**src/source/vc_arb_pkg.sv**
```systemverilog
`default_nettype none

package vc_arb_pkg;

    localparam int NUM_RAMS     = 8;
    localparam int NUM_CHANNELS = 2;
    localparam int NUM_GRANTS   = 2;

    localparam int RAM_TIMER_W  = 20;
    localparam int CHAN_TIMER_W = 10;

    typedef logic [2:0] ram_id_t;   // {block, channel}
    typedef logic [1:0] block_t;
    typedef logic [7:0] tag_t;

    typedef enum logic [1:0] {
        dir_west,
        dir_east,
        dir_south,
        dir_north
    } direction_e;

    typedef enum logic {
        op_read,
        op_write
    } opcode_e;

    // cycles until a write command reaches the channel
    localparam int WR_CMD_DELAY_WEST  = 1;
    localparam int WR_CMD_DELAY_EAST  = 3;
    localparam int WR_CMD_DELAY_SOUTH = 5;
    localparam int WR_CMD_DELAY_NORTH = 7;

    localparam int RD_BLOCK_DELAY [0:3] = '{1, 2, 3, 4};
    localparam int WR_BLOCK_DELAY [0:3] = '{8, 7, 6, 5};   // far blocks see data sooner

    function automatic int read_ram_slot(block_t blk);
        return RD_BLOCK_DELAY[blk];
    endfunction

    function automatic int write_chan_slot(direction_e dir);
        case (dir)
            dir_west:  return WR_CMD_DELAY_WEST;
            dir_east:  return WR_CMD_DELAY_EAST;
            dir_south: return WR_CMD_DELAY_SOUTH;
            dir_north: return WR_CMD_DELAY_NORTH;
            default:   return 0;
        endcase
    endfunction

    // data lands in the RAM after the command delay plus the block delay
    function automatic int write_ram_slot(direction_e dir, block_t blk);
        return write_chan_slot(dir) + WR_BLOCK_DELAY[blk];
    endfunction

endpackage

`default_nettype wire
```
**src/source/read_admit.sv**
```systemverilog
`timescale 1ns/1ps
`default_nettype none

module read_admit #(
    parameter int RD_NUM = 4
) (
    input  logic [RD_NUM-1:0]                   rd_vld,
    input  vc_arb_pkg::ram_id_t                 rd_ram    [RD_NUM],
    input  logic [vc_arb_pkg::RAM_TIMER_W-1:0]  ram_busy  [vc_arb_pkg::NUM_RAMS],
    input  logic [vc_arb_pkg::CHAN_TIMER_W-1:0] chan_busy [vc_arb_pkg::NUM_CHANNELS],
    output logic [RD_NUM-1:0]                   rd_admit
);

    import vc_arb_pkg::*;

    logic [RD_NUM-1:0] chan_free;
    logic [RD_NUM-1:0] ram_free;

    for (genvar i = 0; i < RD_NUM; i++) begin : g_rd
        block_t blk;
        logic   chan;
        int     ram_slot;

        assign blk  = rd_ram[i][2:1];
        assign chan = rd_ram[i][0];

        // farther blocks take longer to reach
        assign ram_slot = read_ram_slot(blk);

        // read drives the channel next cycle, bit 0 is that cycle
        assign chan_free[i] = ~chan_busy[chan][0];

        // no write data landing in this RAM when the read gets there
        assign ram_free[i] = ~ram_busy[rd_ram[i]][ram_slot];

        assign rd_admit[i] = rd_vld[i] & chan_free[i] & ram_free[i];
    end

endmodule

`default_nettype wire

```
**config.mk**
```make
export PLATFORM = sky130hd
export DESIGN_NAME = read_admit
export DESIGN_NICKNAME = d
export VERILOG_FILES = /design/src/source/vc_arb_pkg.sv /design/src/source/read_admit.sv
export SDC_FILE = /design/constraint.sdc
export NUM_CORES = 1
export LEC_CHECK = 0
export BUFFER_PORTS_ARGS = -buffer_cell sky130_fd_sc_hd__buf_2
export CAP_MARGIN = 20
export CORE_MARGIN = 2
export CORE_UTILIZATION = 35
export DETAILED_ROUTE_END_ITERATION = 10
export PLACE_DENSITY = 0.85
export SLEW_MARGIN = 20
export SYNTH_ARGS = -nofsm -noshare
export SYNTH_HDL_FRONTEND = slang
export SYNTH_SLANG_ARGS = --single-unit
```
**constraint.sdc**
```tcl
create_clock -name vclk -period 5.07
set_input_delay 1.2675 -clock vclk [all_inputs]
set_output_delay 1.2675 -clock vclk [all_outputs]
set_load 0.005 [all_outputs]
```
---- Word-level counts from Yosys, hierarchy flattened ----
Cells that the tools add are included.
storage, ports and cells
  register bits ........................... 0
  bits in latches ......................... 0
  memory bits (writable) .................. 0
  bits in read-only memories .............. 0
  output and inout port bits .............. 4
  memories ................................ 0
operators by class
  $add $sub $neg .......................... 0
  multipliers ............................. 0
  div/mod/pow operators ................... 0
  $lt $le $gt $ge ......................... 16
  equality and inequality tests ........... 0
  shift-type cells ........................ 0
  mux-type cells .......................... 48
  bitwise logic cells ..................... 28
  reduce and logical (&&, ||, !) cells .... 0
operators with widths
  cell                 count
  $bmux 32 s2          4
  $mux 32              8
  $bmux 20 s3          4
  $mux 20              8
  $lt 32x7->1 const B  4
  $bmux 1 s5           4
  $mux 1               20
  $ge 4x4->1 const B   4
  $not 3->4            4
  $ge 3x3->1 const B   4
  $not 2->3            4
  $and 1x1->1          8
  $ge 2x2->1 const B   4
  $not 1->1            8
  $not 1->2            4

---- Logic depth before layout (Yosys ltp) ----
  depth after elaboration ................. 9
  depth in mapped cells ................... 8
  mapped depth without buffers ............ 7

---- Worst setup path after synthesis ----
No wires, ideal clock.
  path kind ............................... in2out
  start ................................... input port rd_ram[5] in the netlist's numbering
  end ..................................... output port rd_admit[2]
  data arrival time ....................... 3.053 ns
  required time ........................... 3.803 ns
  setup slack ............................. 0.749 ns
  stages .................................. 7
  cells stage by stage .................... clkbuf_1 > inv_1 > ha_1 > nor2_1 > mux4_2 > mux2_2 > a211oi_2
on the way
  word-level cells in the longest chain between the ends .. 9
  elaborated cells between the ends (all ways) .. 13
  classes of those cells .................. mux (9); bitwise (4)
ends and longest elaborated chain
  item                                                                           RTL line                            text
  start, declared                                                                read_admit.sv:8                     input vc_arb_pkg::ram_id_t rd_ram [RD_NUM],
  $not 3->4 (implied by the code) / $not 2->3 (equally long branches)            read_admit.sv:34, vc_arb_pkg.sv:38
  $bmux 20 s3 / $bmux 32 s2 (equally long branches)                              read_admit.sv:34, vc_arb_pkg.sv:38
  $mux 20 (implied by the code) / $mux 32 (equally long branches) (2 in series)  read_admit.sv:34, vc_arb_pkg.sv:38
  $bmux 1 s5 (*)                                                                 read_admit.sv:34                    assign ram_free[i] = ~ram_busy[rd_ram[i]][ram_slot];
  $mux 1 (implied by the code) (*) (2 in series)                                 read_admit.sv:34
  $not 1->1 (*)                                                                  read_admit.sv:34
  $and 1x1->1 (*)                                                                read_admit.sv:36                    assign rd_admit[i] = rd_vld[i] & chan_free[i] & ram_free[i];
  end, declared                                                                  read_admit.sv:11                    output logic [RD_NUM-1:0] rd_admit
Every way passes the cells marked *; elsewhere a longest branch is shown, timed or not. The select of a mux whose other input is x is not followed.

---- Worst setup path after layout ----
  start ................................... input port rd_ram[6] in the netlist's numbering
  end ..................................... output port rd_admit[1]
on the way
  word-level cells in the longest chain between the ends .. 9
  elaborated cells between the ends (all ways) .. 15
  classes of those cells .................. mux (9); bitwise (6)
ends and longest elaborated chain
  item                                         RTL line
  $not 3->4 (implied by the code)              read_admit.sv:34
  $bmux 20 s3                                  read_admit.sv:34
  $mux 20 (implied by the code) (2 in series)  read_admit.sv:34
  $bmux 1 s5                                   read_admit.sv:34
  $mux 1 (implied by the code) (2 in series)   read_admit.sv:34
  $not 1->1                                    read_admit.sv:34
  $and 1x1->1 (*)                              read_admit.sv:36
Marks and branches as above.

==> metrics.cfg <==
[critical_path]
end_kind=output port
critPathLaunchType=input port
criticalPathCategory=in2out
crit_required_ns=3.80
crit_start=rd_ram[6]
cp_max_fo=11
crit_arrival_ns=3.32

[route]
first_pass_iters=4
m1WireLength_mm=3.08
wl_met3_um=668
ant_nets=0
wl_met2_mm=3.77
top_layer=met4
drt_iter0_markers=205
viasPerCell=6.55
num_vias=2327
drt_drc_violations_left=0
drt-total-wl_mm=7.66
wire_per_inst_um=21.6

[power]
pwr-share-clk_pct=0
leakage_uw=0.00120
powerDensity_nw_per_um2=94.2
pwr-share-comb_pct=100.0
swShare_pct=45.6
pwr-share-seq_pct=0
power.internal_uw=149
switching_power_uw=125
ir_drop_v=0.0000590
total_power_uw=275

[finish]
utilization_pct=43.4
area_growth_syn_to_layout_pct=21.2
drive_gt1_share_pct=59.3
nFlopsAndLatches=0
clkbuf_count=0
layout.nets=485
n_antenna_cell=0
stdcell_area_um2=2910
ff_latch_area_um2=0

[sta]
final_hold_viol_count=0
setup_slack_ns=0.485
maxSlewHeadroom_pct=68.8
max_freq_mhz=218
grt_setup_unrepaired=no
fin_crit_ns=4.59
tightest_slew_ns=0.467
fin_tns_setup_ns=0
final-setup-viol-count=0
drv_slew=0
finalCritPeriodShare_pct=90.4

[placement]
pre_cts_ws_ns=0.448
port_buffers=86
place_area_um2=2910
hpwl_mm=6.42
place_congestion=0.958

[synth]
syn_inst=197
synth_area_per_cell_um2=12.2
synth_area_leaders=mux4_2 59%, mux2i_1 7.1%, ha_1 6.2%
yosys_warnings=0
yosysSeqAreaShare_pct=0
netlist.area_leader.share_pct=59.0
netlist_area_um2=2400
synth_cell_types=29
syn_nets=405
synth_area_leader_cell=mux4_2

[grt]
grt_pass1_wl_mm=12.2
antenna_found_initial=0
grt_usage_pct=20.6
grt-ovfl-total=0
grt_pass1_vias=2331
grt_start_max_net_pins=16

[worst_hold_path]
hold_path.startpoint=rd_vld[3]
hold_class=in2out
hold_depth=4

[die]
ioPinCount=200
die_w_um=86.9
die_h_um=86.9
fp.coreArea_um2=6720
dieArea_um2=7550
initial_core_util_pct=35.8
rows=30

[clocking]
cts_resized=0
hold_buffers=0
post_cts_buffers=0

[job]
max_cap_violations=0

[status]
run_status=complete, no violations

cells in the final DEF, fill, tap and decap left out, types with 2 or more instances in the layout:
cell / n
o211ai_1: 3
a311o_1: 3
o21ba_2: 3
buf_4: 8
mux2i_1: 17
a31oi_1: 3
mux4_1: 2
a211oi_1: 3
nor3b_1: 3
nor3_1: 7
buf_2: 86
a21oi_1: 4
mux2_2: 2
a22oi_1: 6
mux4_2: 63
nor2_1: 5
nand2_1: 10
inv_1: 12
o21ai_0: 6
o21a_1: 3
and2_1: 3
ha_1: 12
a22o_1: 6
nand3_1: 3
critical path, stage by stage:
cell and delay (ns):
buf_2 0.25, buf_4 0.31, mux4_2 0.54, a22o_1 0.24, o21ai_0 0.17, o211ai_1 0.11, nor3_1 0.27, buf_2 0.17
power by group through the flow:
stage          Combinational, µW  Sequential, µW  Clock (µW)
6_report                     275               0           0
5_1_grt                      294               0           0
4_1_cts                      274               0           0
3_5_place_dp                 273               0           0
3_3_place_gp                 265               0           0
2_1_floorplan                180               0           0
cells in the mapped netlist (all sizes together) (4+ instances only):
cell,number
a211oi,4
a21oi,4
a22o,6
a22oi,6
buf,12
clkbuf,4
ha,12
inv,12
mux2i,17
mux4,65
nand2,10
nor2,5
nor3,7
o21ai,6
final cells by class:
class              instances  area (µm²)
multi-input cells        169        2280
repair buffers            94         490
fillers                  610        3800
inverters                 12        45.0
well taps                 80         100
kinds of logic after synthesis:
group	synth area share, %
multiplexers	69.2
AND/OR/NAND/NOR	6.14
buffers and inverters	5.25
adder cells (fa/ha/maj)	6.24
AO/OA/AOI/OAI	13.2
final timing paths:
kind | end | slack, ns
max | rd_admit[1] | 0.48
min | rd_admit[3] | 2.86
metal layers:
metal,up-vias,GRT usage [%]
met5,-,0
met1,1157,30.1
met3,8,1.23
met4,0,4.40
li1,1029,-
met2,133,34.1
stage by stage:
step / cells / hold slack [ns]
after floorplan: 197 / 2.62
after global placement: 355 / 2.86
after detailed placement: 355 / 2.86
after CTS: 355 / 2.86
after global routing: 355 / 2.88
final: 355 / 2.86
Note: power is estimated with default switching activity, not from simulation.
