File: src/source/vc_arb_pkg.sv
`default_nettype none

package vc_arb_pkg;

    localparam int NUM_RAMS     = 8;
    localparam int NUM_CHANNELS = 2;
    localparam int NUM_GRANTS   = 2;

    localparam int RAM_TIMER_W  = 20;
    localparam int CHAN_TIMER_W = 10;

    typedef logic [2:0] ram_id_t;   // {block, channel}
    typedef logic [1:0] block_t;
    typedef logic [7:0] tag_t;

    typedef enum logic [1:0] {
        dir_west,
        dir_east,
        dir_south,
        dir_north
    } direction_e;

    typedef enum logic {
        op_read,
        op_write
    } opcode_e;

    // cycles until a write command reaches the channel
    localparam int WR_CMD_DELAY_WEST  = 1;
    localparam int WR_CMD_DELAY_EAST  = 3;
    localparam int WR_CMD_DELAY_SOUTH = 5;
    localparam int WR_CMD_DELAY_NORTH = 7;

    localparam int RD_BLOCK_DELAY [0:3] = '{1, 2, 3, 4};
    localparam int WR_BLOCK_DELAY [0:3] = '{8, 7, 6, 5};   // far blocks see data sooner

    function automatic int read_ram_slot(block_t blk);
        return RD_BLOCK_DELAY[blk];
    endfunction

    function automatic int write_chan_slot(direction_e dir);
        case (dir)
            dir_west:  return WR_CMD_DELAY_WEST;
            dir_east:  return WR_CMD_DELAY_EAST;
            dir_south: return WR_CMD_DELAY_SOUTH;
            dir_north: return WR_CMD_DELAY_NORTH;
            default:   return 0;
        endcase
    endfunction

    // data lands in the RAM after the command delay plus the block delay
    function automatic int write_ram_slot(direction_e dir, block_t blk);
        return write_chan_slot(dir) + WR_BLOCK_DELAY[blk];
    endfunction

endpackage

`default_nettype wire
File: src/source/dual_grant_arb.sv
`timescale 1ns/1ps
`default_nettype none

module dual_grant_arb #(
    parameter int RD_NUM = 4,
    parameter int WR_NUM = 4
) (
    input  logic [RD_NUM-1:0]                 rd_admit,
    input  logic [WR_NUM-1:0]                 wr_admit,
    input  vc_arb_pkg::ram_id_t               rd_ram     [RD_NUM],
    input  vc_arb_pkg::tag_t                  rd_tag     [RD_NUM],
    input  vc_arb_pkg::ram_id_t               wr_ram     [WR_NUM],
    input  vc_arb_pkg::direction_e            wr_dir     [WR_NUM],
    input  vc_arb_pkg::tag_t                  wr_tag     [WR_NUM],
    input  logic [vc_arb_pkg::NUM_GRANTS-1:0] gnt_rdy,
    output logic [RD_NUM-1:0]                 rd_rdy,
    output logic [WR_NUM-1:0]                 wr_rdy,
    output logic [vc_arb_pkg::NUM_GRANTS-1:0] gnt_vld,
    output vc_arb_pkg::opcode_e               gnt_op     [vc_arb_pkg::NUM_GRANTS],
    output vc_arb_pkg::ram_id_t               gnt_ram    [vc_arb_pkg::NUM_GRANTS],
    output vc_arb_pkg::tag_t                  gnt_tag    [vc_arb_pkg::NUM_GRANTS],
    output vc_arb_pkg::direction_e            gnt_wr_dir [vc_arb_pkg::NUM_GRANTS],
    output logic [vc_arb_pkg::NUM_GRANTS-1:0] gnt_fire
);

    import vc_arb_pkg::*;

    localparam int N = RD_NUM + WR_NUM;

    logic [N-1:0] req;
    logic [N-1:0] req_left [NUM_GRANTS];   // requests not yet taken by a lower port
    logic [N-1:0] gnt_oh   [NUM_GRANTS];
    logic [N-1:0] req_rdy;

    assign req = {wr_admit, rd_admit};   // reads sit in the low bits

    assign req_left[0] = req;

    for (genvar k = 0; k < NUM_GRANTS; k++) begin : g_port
        // lowest remaining request wins this port
        assign gnt_oh[k]  = req_left[k] & (~req_left[k] + 1'b1);
        assign gnt_vld[k] = |gnt_oh[k];

        if (k + 1 < NUM_GRANTS) begin : g_next
            assign req_left[k+1] = req_left[k] & ~gnt_oh[k];
        end
    end

    assign gnt_fire = gnt_vld & gnt_rdy;

    // route the fields of the winner onto each port
    always_comb begin
        for (int k = 0; k < NUM_GRANTS; k++) begin
            gnt_op[k]     = op_read;
            gnt_ram[k]    = '0;
            gnt_tag[k]    = '0;
            gnt_wr_dir[k] = dir_west;
            for (int i = 0; i < RD_NUM; i++) begin
                if (gnt_oh[k][i]) begin
                    gnt_ram[k] = rd_ram[i];
                    gnt_tag[k] = rd_tag[i];
                end
            end
            for (int j = 0; j < WR_NUM; j++) begin
                if (gnt_oh[k][RD_NUM+j]) begin
                    gnt_op[k]     = op_write;
                    gnt_ram[k]    = wr_ram[j];
                    gnt_tag[k]    = wr_tag[j];
                    gnt_wr_dir[k] = wr_dir[j];
                end
            end
        end
    end

    // a requester only sees rdy when its port is accepted by the SRAM
    always_comb begin
        req_rdy = '0;
        for (int k = 0; k < NUM_GRANTS; k++) begin
            if (gnt_rdy[k]) begin
                req_rdy = req_rdy | gnt_oh[k];
            end
        end
    end

    assign rd_rdy = req_rdy[RD_NUM-1:0];
    assign wr_rdy = req_rdy[N-1:RD_NUM];

endmodule

`default_nettype wire

File: config.mk
export PLATFORM = sky130hd
export DESIGN_NAME = dual_grant_arb
export DESIGN_NICKNAME = d
export VERILOG_FILES = /design/src/source/vc_arb_pkg.sv /design/src/source/dual_grant_arb.sv
export SDC_FILE = /design/constraint.sdc
export NUM_CORES = 1
export LEC_CHECK = 0
export BUFFER_PORTS_ARGS = -buffer_cell sky130_fd_sc_hd__buf_2
export CAP_MARGIN = 40
export CORE_MARGIN = 2
export CORE_UTILIZATION = 50
export DETAILED_ROUTE_END_ITERATION = 10
export PLACE_DENSITY = 0.9
export RECOVER_POWER = 50
export SYNTH_ARGS = -nofsm -noshare
export SYNTH_HDL_FRONTEND = slang
export SYNTH_SLANG_ARGS = --single-unit
File: constraint.sdc
create_clock -name vclk -period 4.8
set_input_delay 0.96 -clock vclk [all_inputs]
set_output_delay 0.96 -clock vclk [all_outputs]
set_load 0.02 [all_outputs]
; After elaboration in Yosys (flattened, before gate mapping)
; Index checks and enable logic that the tools add are counted.
; W data, S select, Z words.
[op_classes]
mux = 50
n_addsub = 2
reduce_logical = 2
n_bitwise = 8
[op_table]
columns = cell, n
row1 = $mux W8, 18
row2 = $mux W3, 16
row3 = $and A8 B8 Y8, 3
row4 = $not A8 Y8, 3
row5 = $add A8 B1 Y8 const B, 2
row6 = $mux W2, 8
row7 = $reduce_or A8 Y1, 2
row8 = $mux W1, 8
row9 = $or A8 B8 Y8, 1
row10 = $and A2 B2 Y2, 1
[totals]
word_cells = 62
out_inout_bits = 40
in_bits = 106
regBits = 0

; Longest topological paths before layout
; Gate-level depths: netlist of the first run.
[logic_depth]
word_depth = 16
mapped_depth = 9
ltp_nobuf = 5

; Least setup slack after synthesis of the first run
; OpenSTA, ideal clock, no wires.
[synth_timing]
kind = input to output
from = input rd_admit[2]
to = output gnt_ram[3] in the netlist's numbering
arrival_time_ns = 2.697
path_buffers = 4
stages = 8
required_time_ns = 3.840
slack_ns = 1.143
cell_sequence = buf_6 -> buf_2 -> buf_2 -> clkbuf_1 -> a211oi_1 -> o32ai_1 -> a21oi_1 -> o21ai_0
[synth_rtl]
columns = element, line_no
row1 = from (decl), dual_grant_arb.sv:8  ; input logic [RD_NUM-1:0] rd_admit,
row2 = to (decl), dual_grant_arb.sv:20  ; output vc_arb_pkg::ram_id_t gnt_ram [vc_arb_pkg::NUM_GRANTS],

; Worst setup path after layout of the first run
[layout_timing]
from = input rd_admit[0]
to = output wr_rdy[3]
[layout_between]
elab_chain_len = 10
word_cells_on_any_way = 11
cone_classes = 2 x add/sub / 2 x mux / 7 x bitwise
[layout_lines]
columns = element, line_no
row1 = $not A8 Y8, dual_grant_arb.sv:41  ; assign gnt_oh[k] = req_left[k] & (~req_left[k] + 1'b1);
row2 = $add A8 B1 Y8, dual_grant_arb.sv:41
row3 = $and A8 B8 Y8, dual_grant_arb.sv:41
row4 = $not A8 Y8, dual_grant_arb.sv:45  ; assign req_left[k+1] = req_left[k] & ~gnt_oh[k];
row5 = $and A8 B8 Y8, dual_grant_arb.sv:45
row6 = $not A8 Y8, dual_grant_arb.sv:41
row7 = $add A8 B1 Y8, dual_grant_arb.sv:41
row8 = $and A8 B8 Y8, dual_grant_arb.sv:41
row9 = $or A8 B8 Y8, dual_grant_arb.sv:80  ; req_rdy = req_rdy | gnt_oh[k];
row10 = $mux W8 *, dual_grant_arb.sv:79  ; if (gnt_rdy[k]) begin
row11 = to (decl), dual_grant_arb.sv:17  ; output logic [WR_NUM-1:0] wr_rdy,
; Every way passes the cells marked *; elsewhere a longest branch is shown, timed or not.

==> flow_metrics.py, run 1 <==
metrics = {
    "clock_network": {
        "cts_setup_buffers": 0,
        "holdBufCountCts": 0,
        "cts.repair.resized": 0,
    },
    "finish": {
        "multiInputGateArea_mm2": 0.00222,
        "finalNetCount": 610,
        "drive_above_1_share_pct": 32.7,
        "area_growth_syn_to_layout_pct": 26.3,
        "seq_cell_count": 0,
        "fill_cells": 467,
        "clkbuf_count": 0,
        "diodes": 0,
        "ff_latch_area_um2": 0,
    },
    "sta": {
        "finalSetupTns_ns": 0,
        "rsz0062_at_grt": "no",
        "max_freq_mhz": 227,
        "finalSetupViolations": 0,
        "final.period_utilization_pct": 91.8,
        "final-hold-violation-count": 0,
        "slew_viol_final": 0,
        "maxSlewHeadroom_pct": 45.7,
        "worst_slew_pin_slew_ns": 0.805,
        "period_needed_ns": 4.40,
    },
    "logic_synthesis": {
        "syn_nets": 494,
        "synth_top_area_share_pct": 8.31,
        "ys_types": 66,
        "yosysWarningCount": 0,
        "synth.most_common_cell": "nand2_1",
        "synth_cells": 388,
        "synthTopCellsByArea": "a21oi_1 8.3%, nand2_1 7.0%, o21a_1 5.5%",
        "avgSynthCellArea_um2": 6.37,
        "syn_area_mm2": 0.00247,
        "netlist_top_cells_count": "46 x nand2_1, 41 x a21oi_1, 23 x nor2_1, 20 x a31oi_1",
        "yosysSeqAreaShare_pct": 0,
        "yosysTopAreaCell": "a21oi_1",
    },
    "route": {
        "drt_first_pass_iters": 5,
        "drc": 0,
        "final_antenna_net_count": 0,
        "wl_per_cell_um": 18.0,
        "viasPerCell": 6.66,
        "wl_um": 10300,
        "vias": 3788,
        "dr.first_iter.drc_count": 409,
    },
    "floorplanning": {
        "ios": 146,
        "fp.coreArea_mm2": 0.00475,
        "num_rows": 25,
        "initial_core_util_pct": 51.9,
        "die-area_mm2": 0.00552,
        "die_w_um": 74.3,
        "chipHeight_um": 74.3,
    },
    "min_path": {
        "hold_class": "in -> out",
    },
    "setup_path": {
        "start_kind": "input pin",
        "path_class": "in -> out",
        "path_max_fanout": 24,
        "worstPathArrival_ns": 3.44,
        "cp_data_required_time_ns": 3.84,
        "end_kind": "output pin",
    },
    "pwr": {
        "p_leak_nw": 1.32,
        "p_per_area_mw_per_mm2": 108,
        "p_sw_mw": 0.205,
        "switching_share_pct": 60.7,
        "p_int_mw": 0.133,
        "pwr-share-seq_pct": 0,
        "combPwrFrac_pct": 100.0,
        "peakVddDrop_mv": 0.0640,
        "total_power_mw": 0.338,
        "clockPowerShare_pct": 0,
    },
    "grt": {
        "grt_max_degree": 48,
        "grt_pass1_vias": 3349,
        "grt_overflow": 0,
        "track_usage_pct": 34.8,
        "antenna_found_initial": 0,
        "grt_pass1_wl_um": 15300,
    },
    "placement": {
        "gp_congestion": 0.951,
        "io_buffers": 146,
        "dp_hpwl_um": 7930,
    },
    "status": {
        "status": "completed",
    },
    "job": {
        "max_cap_viol_count": 0,
    },
}
-- path summary, 6_finish.rpt --
check                        from  cells past startpoint           to
worst max-delay path  rd_admit[0]                      6    wr_rdy[3]
worst min-delay path    wr_tag[3]                      4  gnt_tag[11]
-- per-layer routing --
| layer | wire [um] | up-vias | GRT usage [%] |
|---|---|---|---|
| li1 | - | 1755 | - |
| met1 | 3980 | 1684 | 44.3 |
| met2 | 4750 | 292 | 59.0 |
| met3 | 1070 | 57 | 4.34 |
| met4 | 471 | 0 | 15.1 |
| met5 | 0 | - | 0 |
-- power groups by stage --
stage	clock (mW)	sequential [mW]	combinational, mW
floorplan	0	0	0.211
global placement	0	0	0.329
global route	0	0	0.362
CTS	0	0	0.333
finish	0	0	0.338
detailed placement	0	0	0.332
-- worst max-delay path, stage by stage --
cell      delay, ns
buf_2          0.22
or4_1          0.69
nor3_1         0.49
and2_0         0.60
a22o_1         0.24
clkbuf_1       0.23
-- per-stage QoR --
stage / instances / hold slack (ns) / setup WS, ns / util, % / instance area [um2]
2_1_floorplan: 388 / 2.09 / 1.14 / - / 2470
3_3_place_gp: 569 / 2.25 / 0.570 / 66.3 / 3150
3_5_place_dp: 569 / 2.25 / 0.516 / 66.3 / 3150
4_1_cts: 569 / 2.25 / 0.500 / 66.3 / 3150
5_1_grt: 569 / 2.29 / 0.253 / 65.6 / 3120
6_report: 569 / 2.26 / 0.396 / 65.6 / 3120
-- area by class of cell --
cell class | count | share of cell area, %
timing repair buffer | 154 | 24.9
tap | 67 | 2.69
multi-input combinational | 338 | 71.2
inverter | 10 | 1.20
-- kinds of logic after synthesis --
family | share of synthesized area, %
compound gates | 54.5
mux | 3.29
buf+inv | 9.32
simple gates | 31.2
xor+xnor | 1.77
-- layout by cell type, fill, tap and decap left out, drive strengths merged, types with 9 or more instances in the layout --
cell type    n
a31oi       20
buf        144
o2bb2ai      9
o21a        18
nor2b       18
nand3        9
o21ai       13
clkbuf      10
inv         10
a21oi       41
nor2        24
nand2       46
a211oi      12
No activity file was read; power rests on OpenSTA's default activity.
==> run 2: changes to the inputs <==
Settings changed: BUFFER_PORTS_ARGS -buffer_cell sky130_fd_sc_hd__buf_2 to -buffer_cell sky130_fd_sc_hd__buf_4, MAX_ROUTING_LAYER set to met4.
==> flow_metrics.py, run 2 (synthesized netlist as in run 1, its figures left out) <==
metrics = {
    "sta": {
        "final-hold-violation-count": 0,
        "worst_slew_pin_slew_ns": 0.881,
        "maxSlewHeadroom_pct": 41.2,
        "period_needed_ns": 4.49,
        "finalSetupTns_ns": 0,
        "final.setup.worst_slack_ns": 0.312,
        "rsz0062_at_grt": "no",
        "finalSetupViolations": 0,
        "max_freq_mhz": 223,
        "holdWs_ns": 2.24,
        "final.period_utilization_pct": 93.5,
        "slew_viol_final": 0,
    },
    "pwr": {
        "p_leak_nw": 1.40,
        "p_per_area_mw_per_mm2": 110,
        "peakVddDrop_mv": 0.0703,
    },
    "placement": {
        "dp_hpwl_um": 8200,
        "post_dp_cell_area_mm2": 0.00347,
        "gp_congestion": 1.01,
        "dp_slack_ns": 0.435,
        "dp.cells": 563,
        "io_buffers": 146,
    },
    "finish": {
        "final_common_cell": "buf_4",
        "ff_latch_area_um2": 0,
        "clkbuf_count": 0,
        "area_growth_syn_to_layout_pct": 37.7,
        "finalInstanceArea_mm2": 0.00340,
        "diodes": 0,
        "fill_cells": 446,
        "finalNetCount": 604,
        "drive_above_1_share_pct": 31.3,
        "final_cell_mix": "135 x buf_4, 46 x nand2_1, 41 x a21oi_1",
        "seq_cell_count": 0,
        "stdcell_count": 563,
    },
    "floorplanning": {
        "initial_core_util_pct": 51.9,
        "fp.coreArea_mm2": 0.00475,
        "num_rows": 25,
        "ios": 146,
        "die-area_mm2": 0.00552,
        "chipHeight_um": 74.3,
        "die_w_um": 74.3,
    },
    "route": {
        "drc": 0,
        "wl_um": 10700,
        "viasPerCell": 6.76,
        "dr.first_iter.drc_count": 469,
        "vias": 3806,
        "final_antenna_net_count": 0,
        "drt_first_pass_iters": 5,
        "wl_per_cell_um": 19.0,
    },
    "setup_path": {
        "worstSetupStartpoint": "rd_admit[0]",
        "path_max_fanout": 70,
        "slowest_delay_ns": 0.52,
        "end_kind": "output pin",
        "path_class": "in -> out",
        "worstPathArrival_ns": 3.53,
        "start_kind": "input pin",
        "cp_data_required_time_ns": 3.84,
        "critPathSlowestCell": "a221oi_1",
        "path_cells": "buf_4 > nor2_1 > a221oi_1 > nor2_1 > buf_4 > a2111oi_0 > o2bb2ai_1 > buf_4",
        "crit_top_cell": "buf_4",
    },
    "min_path": {
        "worstHoldStart": "wr_tag[6]",
        "holdPathEnd": "gnt_tag[6]",
        "hold_class": "in -> out",
        "min_path_cells": 3,
    },
    "clock_network": {
        "cts_setup_buffers": 0,
        "holdBufCountCts": 0,
        "cts.repair.resized": 0,
    },
    "job": {
        "max_cap_viol_count": 0,
    },
    "grt": {
        "grt_pass1_vias": 3392,
        "antenna_found_initial": 0,
        "grt_pass1_wl_um": 16100,
        "grt_max_degree": 71,
        "track_usage_pct": 37.7,
        "grt_overflow": 0,
    },
    "status": {
        "status": "completed",
    },
}
run 2: per-layer routing:
metal	track usage, %	vias to the layer above	share of wire, %
met4	13.9	0	3.8
met2	60.5	312	47
met1	49.5	1711	39
met5	-	-	0
li1	-	1734	-
met3	2.85	49	9.6
run 2: power by group:
| group | internal, mW | leakage, nW | switching [mW] |
|---|---|---|---|
| combinational | 0.166 | 1.40 | 0.207 |
| sequential | 0 | 0 | 0 |
| clock | 0 | 0 | 0 |
run 2: worst max path at each step:
stage,cells after the start,to
after floorplan,8,gnt_ram[3]
after global placement,7,gnt_tag[0]
after detailed placement,7,gnt_fire[1]
after CTS,7,gnt_fire[1]
after global routing,7,gnt_tag[11]
final,8,gnt_tag[7]
run 2: worst max-delay path: cells and delay by family:
family,cells,cell delay (ns)
AO/OA/AOI/OAI,3,1.10
buffers and inverters,3,0.88
AND/OR/NAND/NOR,2,0.55
run 2: cell type report:
| cell class | count | area, um2 | share of cell area, % |
|---|---|---|---|
| inverters | 10 | 37.5 | 1.10 |
| multi-input cells | 338 | 2220 | 65.2 |
| well taps | 67 | 83.8 | 2.46 |
| repair buffers | 148 | 1060 | 31.2 |
run 2: through the flow:
| step | util (%) | total power, mW |
|---|---|---|
| 6_report | 71.6 | 0.373 |
| 5_1_grt | 71.6 | 0.398 |
| 4_1_cts | 73.0 | 0.377 |
| 3_5_place_dp | 73.0 | 0.376 |
| 3_3_place_gp | 72.9 | 0.372 |
| 2_1_floorplan | - | 0.211 |
