$ cat config.mk
export PLATFORM = sky130hd
export DESIGN_NAME = slot_timers
export DESIGN_NICKNAME = d
export VERILOG_FILES = /design/src/source/vc_arb_pkg.sv /design/src/source/slot_timers.sv
export SDC_FILE = /design/constraint.sdc
export NUM_CORES = 1
export LEC_CHECK = 0
export BUFFER_PORTS_ARGS = -buffer_cell sky130_fd_sc_hd__buf_2
export CAP_MARGIN = 20
export CORE_ASPECT_RATIO = 0.7
export CORE_MARGIN = 5
export CORE_UTILIZATION = 51
export DETAILED_ROUTE_END_ITERATION = 6
export PLACE_DENSITY = 0.79
export SLEW_MARGIN = 5
export SYNTH_ARGS = -nofsm -noshare
export SYNTH_HDL_FRONTEND = slang
export SYNTH_SLANG_ARGS = --single-unit
$ cat constraint.sdc
create_clock -name clk -period 1 [get_ports clk]
set_input_delay 0.1 -clock clk [delete_from_list [all_inputs] [get_ports clk]]
set_output_delay 0.1 -clock clk [all_outputs]
set_load 0.01 [all_outputs]
$ cat src/source/vc_arb_pkg.sv
`default_nettype none

package vc_arb_pkg;

    localparam int NUM_RAMS     = 8;
    localparam int NUM_CHANNELS = 2;
    localparam int NUM_GRANTS   = 2;

    localparam int RAM_TIMER_W  = 20;
    localparam int CHAN_TIMER_W = 10;

    typedef logic [2:0] ram_id_t;   // {block, channel}
    typedef logic [1:0] block_t;
    typedef logic [7:0] tag_t;

    typedef enum logic [1:0] {
        dir_west,
        dir_east,
        dir_south,
        dir_north
    } direction_e;

    typedef enum logic {
        op_read,
        op_write
    } opcode_e;

    // cycles until a write command reaches the channel
    localparam int WR_CMD_DELAY_WEST  = 1;
    localparam int WR_CMD_DELAY_EAST  = 3;
    localparam int WR_CMD_DELAY_SOUTH = 5;
    localparam int WR_CMD_DELAY_NORTH = 7;

    localparam int RD_BLOCK_DELAY [0:3] = '{1, 2, 3, 4};
    localparam int WR_BLOCK_DELAY [0:3] = '{8, 7, 6, 5};   // far blocks see data sooner

    function automatic int read_ram_slot(block_t blk);
        return RD_BLOCK_DELAY[blk];
    endfunction

    function automatic int write_chan_slot(direction_e dir);
        case (dir)
            dir_west:  return WR_CMD_DELAY_WEST;
            dir_east:  return WR_CMD_DELAY_EAST;
            dir_south: return WR_CMD_DELAY_SOUTH;
            dir_north: return WR_CMD_DELAY_NORTH;
            default:   return 0;
        endcase
    endfunction

    // data lands in the RAM after the command delay plus the block delay
    function automatic int write_ram_slot(direction_e dir, block_t blk);
        return write_chan_slot(dir) + WR_BLOCK_DELAY[blk];
    endfunction

endpackage

`default_nettype wire
$ cat src/source/slot_timers.sv
`timescale 1ns/1ps
`default_nettype none

module slot_timers (
    input  logic                                clk,
    input  logic                                rst_n,
    input  logic [vc_arb_pkg::NUM_GRANTS-1:0]   gnt_fire,
    input  vc_arb_pkg::opcode_e                 gnt_op     [vc_arb_pkg::NUM_GRANTS],
    input  vc_arb_pkg::ram_id_t                 gnt_ram    [vc_arb_pkg::NUM_GRANTS],
    input  vc_arb_pkg::direction_e              gnt_wr_dir [vc_arb_pkg::NUM_GRANTS],
    output logic [vc_arb_pkg::RAM_TIMER_W-1:0]  ram_busy   [vc_arb_pkg::NUM_RAMS],
    output logic [vc_arb_pkg::CHAN_TIMER_W-1:0] chan_busy  [vc_arb_pkg::NUM_CHANNELS]
);

    import vc_arb_pkg::*;

    logic [NUM_GRANTS-1:0]   wr_fire;
    logic [RAM_TIMER_W-1:0]  ram_set  [NUM_GRANTS];
    logic [CHAN_TIMER_W-1:0] chan_set [NUM_GRANTS];

    // only accepted writes reserve anything
    for (genvar k = 0; k < NUM_GRANTS; k++) begin : g_fire
        assign wr_fire[k] = gnt_fire[k] & (gnt_op[k] == op_write);
    end

    always_comb begin
        for (int k = 0; k < NUM_GRANTS; k++) begin
            ram_set[k]  = '0;
            chan_set[k] = '0;
            if (wr_fire[k]) begin
                ram_set[k][write_ram_slot(gnt_wr_dir[k], gnt_ram[k][2:1])] = 1'b1;
                chan_set[k][write_chan_slot(gnt_wr_dir[k])]                = 1'b1;
            end
        end
    end

    for (genvar r = 0; r < NUM_RAMS; r++) begin : g_ram
        logic [RAM_TIMER_W-1:0] ram_or;

        always_comb begin
            ram_or = '0;
            for (int k = 0; k < NUM_GRANTS; k++) begin
                if (gnt_ram[k] == ram_id_t'(r)) begin
                    ram_or = ram_or | ram_set[k];
                end
            end
        end

        always_ff @(posedge clk or negedge rst_n) begin
            if (!rst_n) begin
                ram_busy[r] <= '0;
            end else begin
                ram_busy[r] <= (ram_busy[r] >> 1) | ram_or;   // one slot closer per clock
            end
        end
    end

    for (genvar c = 0; c < NUM_CHANNELS; c++) begin : g_chan
        logic [CHAN_TIMER_W-1:0] chan_or;

        always_comb begin
            chan_or = '0;
            for (int k = 0; k < NUM_GRANTS; k++) begin
                if (gnt_ram[k][0] == 1'(c)) begin   // channel is the RAM id lsb
                    chan_or = chan_or | chan_set[k];
                end
            end
        end

        always_ff @(posedge clk or negedge rst_n) begin
            if (!rst_n) begin
                chan_busy[c] <= '0;
            end else begin
                chan_busy[c] <= (chan_busy[c] >> 1) | chan_or;
            end
        end
    end

endmodule

`default_nettype wire

### After elaboration in Yosys (flattened, before gate mapping)

Cells that the tools add are included.

* word-level logic and storage cells: 116
* bits of input ports: 16
* output and inout port bits: 180
* register bits: 180

* add/sub/neg operators: 2
* order comparisons: 10
* mux-type cells: 42
* bitwise gates (word level): 24
* reduce and logical (&&, ||, !) cells: 8
* equal/unequal tests: 20

Operators by type and width (number)
* two-way mux 20 bit: 18
* case mux 32 bit (4 select lines): 2
* two-way mux 32 bit: 6
* bitwise OR 19 x 20 -> 20 bit: 8
* bitwise OR 20 bit: 8
* binary-select mux 32 bit (select 2 bit): 2
* greater-or-equal comparator 32 x 1 -> 1 bit (second input constant): 4
* adder 32 bit: 2
* < comparator 32 x 6 -> 1 bit (second input constant): 2
* < comparator 32 x 7 -> 1 bit (second input constant): 2
* two-way mux 10 bit: 6
* == test 3 bit (second input constant): 8
* bitwise OR 10 bit: 2
* bitwise OR 9 x 10 -> 10 bit: 2
* == test 3 x 2 -> 1 bit (second input constant): 4
* demux 1 bit (select 5 bit): 2
* demux 1 bit (select 4 bit): 2
* == test 2 bit (second input constant): 4
* == test 3 x 1 -> 1 bit (second input constant): 2
* greater-or-equal comparator 3 bit (second input constant): 2
* logical NOT 3 bit: 2
* NOT 2 -> 3 bit: 2
* == test 2 x 1 -> 1 bit (second input constant): 2
* logical AND 1 bit: 4
* 3 further kinds: 8

### Logic depth before layout (Yosys ltp)

Gate-level depths: netlist of run 1.

* depth after elaboration: 14
* mapped depth: 12
* depth with buffers taken out: 8

### Worst setup path after synthesis of run 1

No wires, ideal clock.

* kind: input to register
* from: input gnt_ram[4] (netlist bit)
* to: register ram_busy[137] (netlist bit)
* library setup time: 0.126 ns
* stages on the path: 12
* setup slack: -1.302 ns
* arrival: 2.176 ns
* buffers on the path: 4
* path through: buf_4 inv_1 ha_1 ha_1 buf_6 a21oi_2 and2b_1 o22ai_1 and2_1 buf_2 buf_2 a221o_1

* word-level cells in the longest chain between the ends: 14
* elaborated cells between the ends (all ways): 16
* those cells by class: add/sub (1); order compare (2); eq/ne (1); mux (8); bitwise (3); reduce/logical (1)

RTL lines
* from (decl): line slot_timers.sv:9 `input vc_arb_pkg::ram_id_t gnt_ram [vc_arb_pkg::NUM_GRANTS],`
* NOT 2 -> 3 bit (not written as such): line vc_arb_pkg.sv:53 `return write_chan_slot(dir) + WR_BLOCK_DELAY[blk];`
* binary-select mux 32 bit (select 2 bit): line vc_arb_pkg.sv:53
* two-way mux 32 bit (not written as such) (2 in a row): line vc_arb_pkg.sv:53
* adder 32 bit: line vc_arb_pkg.sv:53
* greater-or-equal comparator 32 x 1 -> 1 bit (not written as such) / < comparator 32 x 7 -> 1 bit (equally long branches): line slot_timers.sv:31 `ram_set[k][write_ram_slot(gnt_wr_dir[k], gnt_ram[k][2:1])] = 1'b1;`
* logical AND 1 bit (not written as such): line slot_timers.sv:31
* two-way mux 1 bit (not written as such): line slot_timers.sv:31
* demux 1 bit (select 5 bit): line slot_timers.sv:31
* two-way mux 20 bit: line slot_timers.sv:30 `if (wr_fire[k]) begin`
* two-way mux 20 bit *: line slot_timers.sv:43 `if (gnt_ram[k] == ram_id_t'(r)) begin`
* bitwise OR 20 bit: line slot_timers.sv:44 `ram_or = ram_or | ram_set[k];`
* two-way mux 20 bit *: line slot_timers.sv:43
* bitwise OR 19 x 20 -> 20 bit *: line slot_timers.sv:53 `ram_busy[r] <= (ram_busy[r] >> 1) | ram_or;`
* to (signal, indexed assignment): line slot_timers.sv:53
* to (decl): line slot_timers.sv:11 `output logic [vc_arb_pkg::RAM_TIMER_W-1:0] ram_busy [vc_arb_pkg::NUM_RAMS],`

Mark *: on every way between the ends. The rest lies on a longest branch, timed or not. The select of a mux whose other input is x is not followed.

### Final worst setup path of run 1

* from: input gnt_ram[4] (netlist bit)
* to: register ram_busy[153] (netlist bit)

The elaborated chain is that of the path after synthesis.

==> results of run 1 <==
-- final timing paths --
check | startpoint | to | slack, ns | cells past startpoint
worst max register to register | ram_busy[13] | ram_busy[12] | -0.06 | 3
max in group asynchronous | rst_n | ram_busy[19] | 0.33 | 3
worst min register to register | chan_busy[15] | chan_busy[14] | 0.37 | 0
min in group asynchronous | rst_n | ram_busy[80] | 0.14 | 2
worst min-delay path | gnt_wr_dir[3] | chan_busy[3] | 0.08 | 3
worst max-delay path | gnt_ram[4] | ram_busy[153] | -0.60 | 9
-- stage by stage --
step           std cells  total power [W]  hold WS [ns]  setup slack, ns  setup TNS, ns
2_1_floorplan        506         0.008979       -0.1956           -1.023         -68.23
3_3_place_gp         830         0.009929       0.01040           -1.127         -79.88
3_5_place_dp         830         0.009986       0.01422           -1.186         -82.68
4_1_cts              958          0.01772       0.06984          -0.5768         -46.86
5_1_grt             1010          0.01873       0.07633          -0.6019         -56.03
6_report            1010          0.01824       0.07845          -0.5976         -50.45
-- area by class of cell --
class,count,area (µm²)
well taps,162,202.7
clock inverters,12,167.7
multi-input cells,218,2069
clock buffers,19,442.9
fillers,627,1966
flip-flops and latches,176,4404
inverters,9,63.81
repair buffers,414,3148
-- logic make-up (layout without fill, tap and decap cells) --
logic type | Yosys count | in the layout | synth area share (%)
mux | 3 | 3 | 0.6743
xor+xnor | 4 | 4 | 0.5396
simple gates | 92 | 93 | 6.725
compound gates | 100 | 102 | 14.74
other cells | 1 | 8 | 0.05775
buf+inv | 115 | 454 | 7.900
fa+ha+maj | 8 | 8 | 1.541
flops | 176 | 176 | 67.82
-- power breakdown --
| group | total (W) | internal (W) | switching [W] |
|---|---|---|---|
| sequential | 0.00775 | 0.00750 | 0.000250 |
| combinational | 0.00342 | 0.00168 | 0.00175 |
| clock | 0.00706 | 0.00405 | 0.00301 |
-- registers in the layout (all words and copies together) (netlist names) --
| signal | count |
|---|---|
| chan_busy | 16 |
| ram_busy | 160 |
-- repair_timing --
item                       4_1_cts  5_1_grt
setup endpoints to repair      254      255
gates resized for setup        101       43
buffers inserted                91       52
hold buffers                     1        0
hold endpoints to repair       176        0
cloned                           7        2
pin swaps                       48       23
-- critical path: stages --
cell	delay, ns
buf_8	0.11
inv_8	0.06
ha_4	0.20
ha_4	0.29
a21oi_4	0.06
and2b_2	0.25
xnor2_2	0.18
a31o_4	0.31
a221o_1	0.33
-- cell usage in the layout, fill, tap and decap left out, types with 2 or more instances in the layout --
cell type   count
inv_2           2
nor3_1         10
nor2_1         20
a31o_4          2
clkbuf_16      21
a21oi_4         3
clkinvlp_4      3
buf_8           7
nand2b_1        5
nand2_1        14
nand3_1         3
buf_12          9
nand4_1         3
ha_4            8
inv_8           5
mux2i_4         2
nor2_4         10
o22ai_4         2
dfrtp_1       176
inv_1           3
o22ai_1         2
a22o_1          4
a221o_1        74
buf_4         184
or3_1           4
buf_2         157
and2_4          2
nor3_2          6
conb_1          8
nor2_2          4
a22o_4          2
inv_6           5
bufinv_16       3
buf_6          52
nand2b_4        2
or3_4           2
-- layer usage --
layer,up-vias,share of wire (%),global-route usage (%)
li1,2415,-,-
met5,-,0,0
met2,478,46,45.39
met1,2943,38,41.84
met3,75,13,7.950
met4,0,3.0,7.856
==> qor.csv, run 1 <==
stage;metric;value;unit
run_status;outcome;finished with violations;
run_status;violations;negative setup slack;
clock_network;cts.root.buffer_cell;clkbuf_16;
sta;setup_viol_count_final;254;
power;p_leak;5.390;nW
logic_synthesis;synthCells;499;
route;drt_iter0_drc;558;
power;ir_drop;1.405;mV
sta;hold_viol_final;0;
place;dpl.hpwl;13960;µm
route;drt-wirelength-per-cell;24.48;µm
global_routing;antenna_found_initial;0;
route;postRouteAntennaNets;0;
clock_network;htree_num_levels;4;
global_routing;grt_pass1_vias;5788;
clock_network;numCtsBuffers;17;
sta;fin_crit_sh;159.8;%
min_path;min_path_type;in -> reg;
sta;worst_pin_slew;0.6613;ns
logic_synthesis;ys_warn_count;0;
route;vias_per_cell;5.852;
logic_synthesis;synth_area;6494;µm²
logic_synthesis;avgSynthCellArea;13.01;µm²
die;die_h;104.4;µm
place;portBuffers;191;
sta;fin_skew;0.009284;ns
critical_path;arrival;1.89;ns
die;ioPinCount;196;
finish;finalCoreUtilization;84.23;%
sta;final_max_slew_viol_count;0;
route;drc;0;
critical_path;worst-setup-path-type;in -> reg;
logic_synthesis;synth_seq_cells;176;
logic_synthesis;synth_edf_count;0;
clock_network;cts_num_sinks;176;
logic_synthesis;synth_flop_cell;dfrtp_1;
critical_path;crit_fanout;8;
finish;area.growth.synth_to_final;61.68;%
clock_network;clockBufferDepth;2;
die;die_w;144.9;µm
flow_run;cap_violations;0;
logic_synthesis;synth.distinct_cells;45;
finish;num-nets-final;860;
critical_path;cp_data_required_time;1.29;ns
place;placed_cell_area;7969;µm²
sta;setup_slack;-0.5976;ns
place;place.gp.congestion;0.9216;
die;rows;34;
logic_synthesis;synthTopCellsByCount;dfrtp_1, clkbuf_1, a221o_1, nor2_1, nor3_1;
global_routing;grt.total_usage;29.57;%
logic_synthesis;netlist_top_cells_area;dfrtp_1, a221o_1, clkbuf_1;
logic_synthesis;synth.yosys.seq_area_share;67.82;%
global_routing;grt_max_degree;39;
finish;stdcell_area;10500;µm²
sta;relSlewSlack;55.57;%
logic_synthesis;yosysTopAreaCellShare;67.82;%
clock_network;tritoncts;done;
logic_synthesis;synth_top_cell_by_area;dfrtp_1;
die;dieArea;15130;µm²
sta;rsz0062_at_grt;yes;
logic_synthesis;synth_most_common_cell;dfrtp_1;
route;dr.pass1.iters;6;
route;postRouteWirelength;24730;µm
critical_path;crit_path_end_kind;flop;
clock_network;clk_pin_slew_worst_paths;0.06;ns
die;start_util;52.10;%
sta;period_needed;1.598;ns
finish;antenna_cells;0;
finish;drive_above_1_share;59.91;%
logic_synthesis;async_flop_share;100.0;%
critical_path;startpoint_type;input port;
power;powerDensity;1737;nW/µm²
sta;fmax;625.9;MHz
global_routing;grt_overflow;0;
route;routed-via-count;5911;
die;design.core.area;12460;µm²
clock_network;worst_skew_pair.late_latency;0.43;ns
global_routing;grt_pass1_wl;33480;µm
No activity file was read; power rests on OpenSTA's default activity.
==> run 2, diff against run 1 <==
Settings changed: CORE_UTILIZATION 51 to 30, PLACE_DENSITY 0.79 to 0.48.
==> run 2 against run 1 <==
The run still ends with negative setup slack left. Global-route usage down 11 points. Maximum frequency up 3.2%. Clock-buffer cell count down 2. Utilization down 37 points. Clock skew about the same. Wire length down 7.9%. Largest power group unchanged. Highest routed layer unchanged.
==> qor.csv, run 2 (synthesized netlist as in run 1, its figures left out) <==
stage;metric;value;unit
die;rows;45;
global_routing;antenna_found_initial;0;
power;powerDensity;1699;nW/µm²
sta;setup_slack;-0.5479;ns
sta;period_needed;1.548;ns
clock_network;cts.root.buffer_cell;clkbuf_16;
finish;antenna_cells;0;
clock_network;cts_num_sinks;176;
finish;regMostFlops;ram_busy;
route;drt_iter0_drc;419;
finish;area.growth.synth_to_final;55.61;%
sta;setup_viol_count_final;254;
route;routed-via-count;5268;
power;ir_drop;1.129;mV
critical_path;crit_chain;buf_8 > inv_8 > ha_4 > ha_4 > a21oi_4 > nor3b_2 > a21o_1 > a22o_4 > a221o_1;
clock_network;htree_num_levels;4;
place;place.gp.congestion;0.8842;
clock_network;numCtsBuffers;17;
sta;relSlewSlack;43.97;%
finish;num-nets-final;808;
critical_path;crit_path_end_kind;flop;
critical_path;worst-setup-path-type;in -> reg;
sta;rsz0062_at_grt;yes;
finish;largest_reg_flops;160;
min_path;min_path_type;in -> reg;
sta;fin_crit_sh;154.8;%
sta;final_max_slew_viol_count;0;
sta;hold_viol_final;0;
die;start_util;30.19;%
route;dr.pass1.iters;5;
place;portBuffers;191;
die;dieArea;24740;µm²
route;vias_per_cell;4.882;
global_routing;grt.total_usage;18.08;%
die;ioPinCount;196;
sta;final.setup.tns;-47.21;ns
run_status;outcome;finished with violations;
route;drt-wirelength-per-cell;21.10;µm
critical_path;crit_fanout;8;
finish;finalCoreUtilization;46.98;%
run_status;violations;negative setup slack;
finish;top_regs;ram_busy: 160 flops, chan_busy: 16 flops;
die;die_w;185.8;µm
route;drc;0;
critical_path;cp_data_required_time;1.31;ns
place;dpl.hpwl;15630;µm
power;power;0.01717;W
finish;final_common_cell;dfrtp_1;
critical_path;crit_slowest_cell;a22o_4;
critical_path;reg2reg_depth;3;
finish;n_fill_cell;1978;
flow_run;cap_violations;0;
sta;worst_pin_slew;0.8341;ns
die;die_h;133.1;µm
finish;drive_above_1_share;57.09;%
place;pre_cts_slack;-1.255;ns
critical_path;slowest_delay;0.36;ns
route;postRouteWirelength;22770;µm
finish;mostFrequentLayoutCells;dfrtp_1, buf_2, buf_4;
critical_path;startpoint_type;input port;
route;postRouteAntennaNets;0;
die;design.core.area;21510;µm²
power;p_leak;5.088;nW
sta;fmax;646.0;MHz
critical_path;path_common_cell;ha_4;
clock_network;worst_skew_pair.late_latency;0.43;ns
global_routing;grt_overflow;0;
global_routing;grt_pass1_wl;33250;µm
sta;whs;0.06408;ns
min_path;worstHoldPathCells;3;
sta;fin_skew;0.009096;ns
clock_network;clk_pin_slew_worst_paths;0.07;ns
critical_path;arrival;1.86;ns
clock_network;clockBufferDepth;2;
clock_network;tritoncts;done;
global_routing;grt_max_degree;35;
global_routing;grt_pass1_vias;5526;
-- run 2: cell count changes in the layout (fill, tap and decap cells not counted), moves of 3 or more --
cell	delta
bufinv_16	-3
clkbuf_16	-4
buf_2	-3
buf_4	-46
buf_6	+3
clkinv_4	+6
-- run 2: worst paths after layout --
path	startpoint	to	slack, ns
max	gnt_ram[1]	ram_busy[151]	-0.55
min	gnt_wr_dir[3]	chan_busy[3]	0.06
max reg2reg	ram_busy[70]	ram_busy[69]	-0.03
min reg2reg	ram_busy[123]	ram_busy[122]	0.37
max in group asynchronous	rst_n	ram_busy[8]	0.38
min in group asynchronous	rst_n	ram_busy[102]	0.13
-- run 2: critical path: cells and delay by family --
kind / cells / cell delay, ns
AND/OR/NAND/NOR: 1 / 0.07
adder cells (fa/ha/maj): 2 / 0.42
AO/OA/AOI/OAI: 4 / 1.10
buffers and inverters: 2 / 0.17
-- run 2: metal layers --
metal	wire [µm]	share of wire [%]	GRT usage, %	vias up
met5	0	0	0	-
met4	129	0.57	3.803	0
met3	1935	8.5	4.885	16
met2	10400	46	27.34	264
met1	10300	45	26.26	2685
li1	-	-	-	2303
-- run 2: area by class of cell --
class,count,area [µm²],share of cell area [%]
multi-input cells,218,2021,20.00
inverters,9,58.81,0.5820
flip-flops and latches,176,4404,43.59
well taps,282,352.8,3.492
clock buffers,17,425.4,4.210
clock inverters,15,148.9,1.474
repair buffers,362,2694,26.66
-- run 2: where the power goes --
group | total [W] | internal (W) | switching (W)
registers | 0.00774 | 0.00750 | 0.000241
clock network | 0.00643 | 0.00330 | 0.00313
logic | 0.00299 | 0.00143 | 0.00156
total | 0.0172 | 0.0122 | 0.00493
-- run 2: through the flow --
stage,instance area [µm²],std cells
detailed placement,8109,947
CTS,9709,1060
global route,10100,1079
global placement,8109,947
finish,10100,1079
floorplan,6714,506
-- run 2: what timing repair did --
action,in CTS,in global routing
gates cloned,4,1
endpoints found under the hold margin,176,0
gates resized for setup,83,49
hold buffers,1,0
setup endpoints to repair,254,254
pin swaps,31,29
setup buffers,77,22
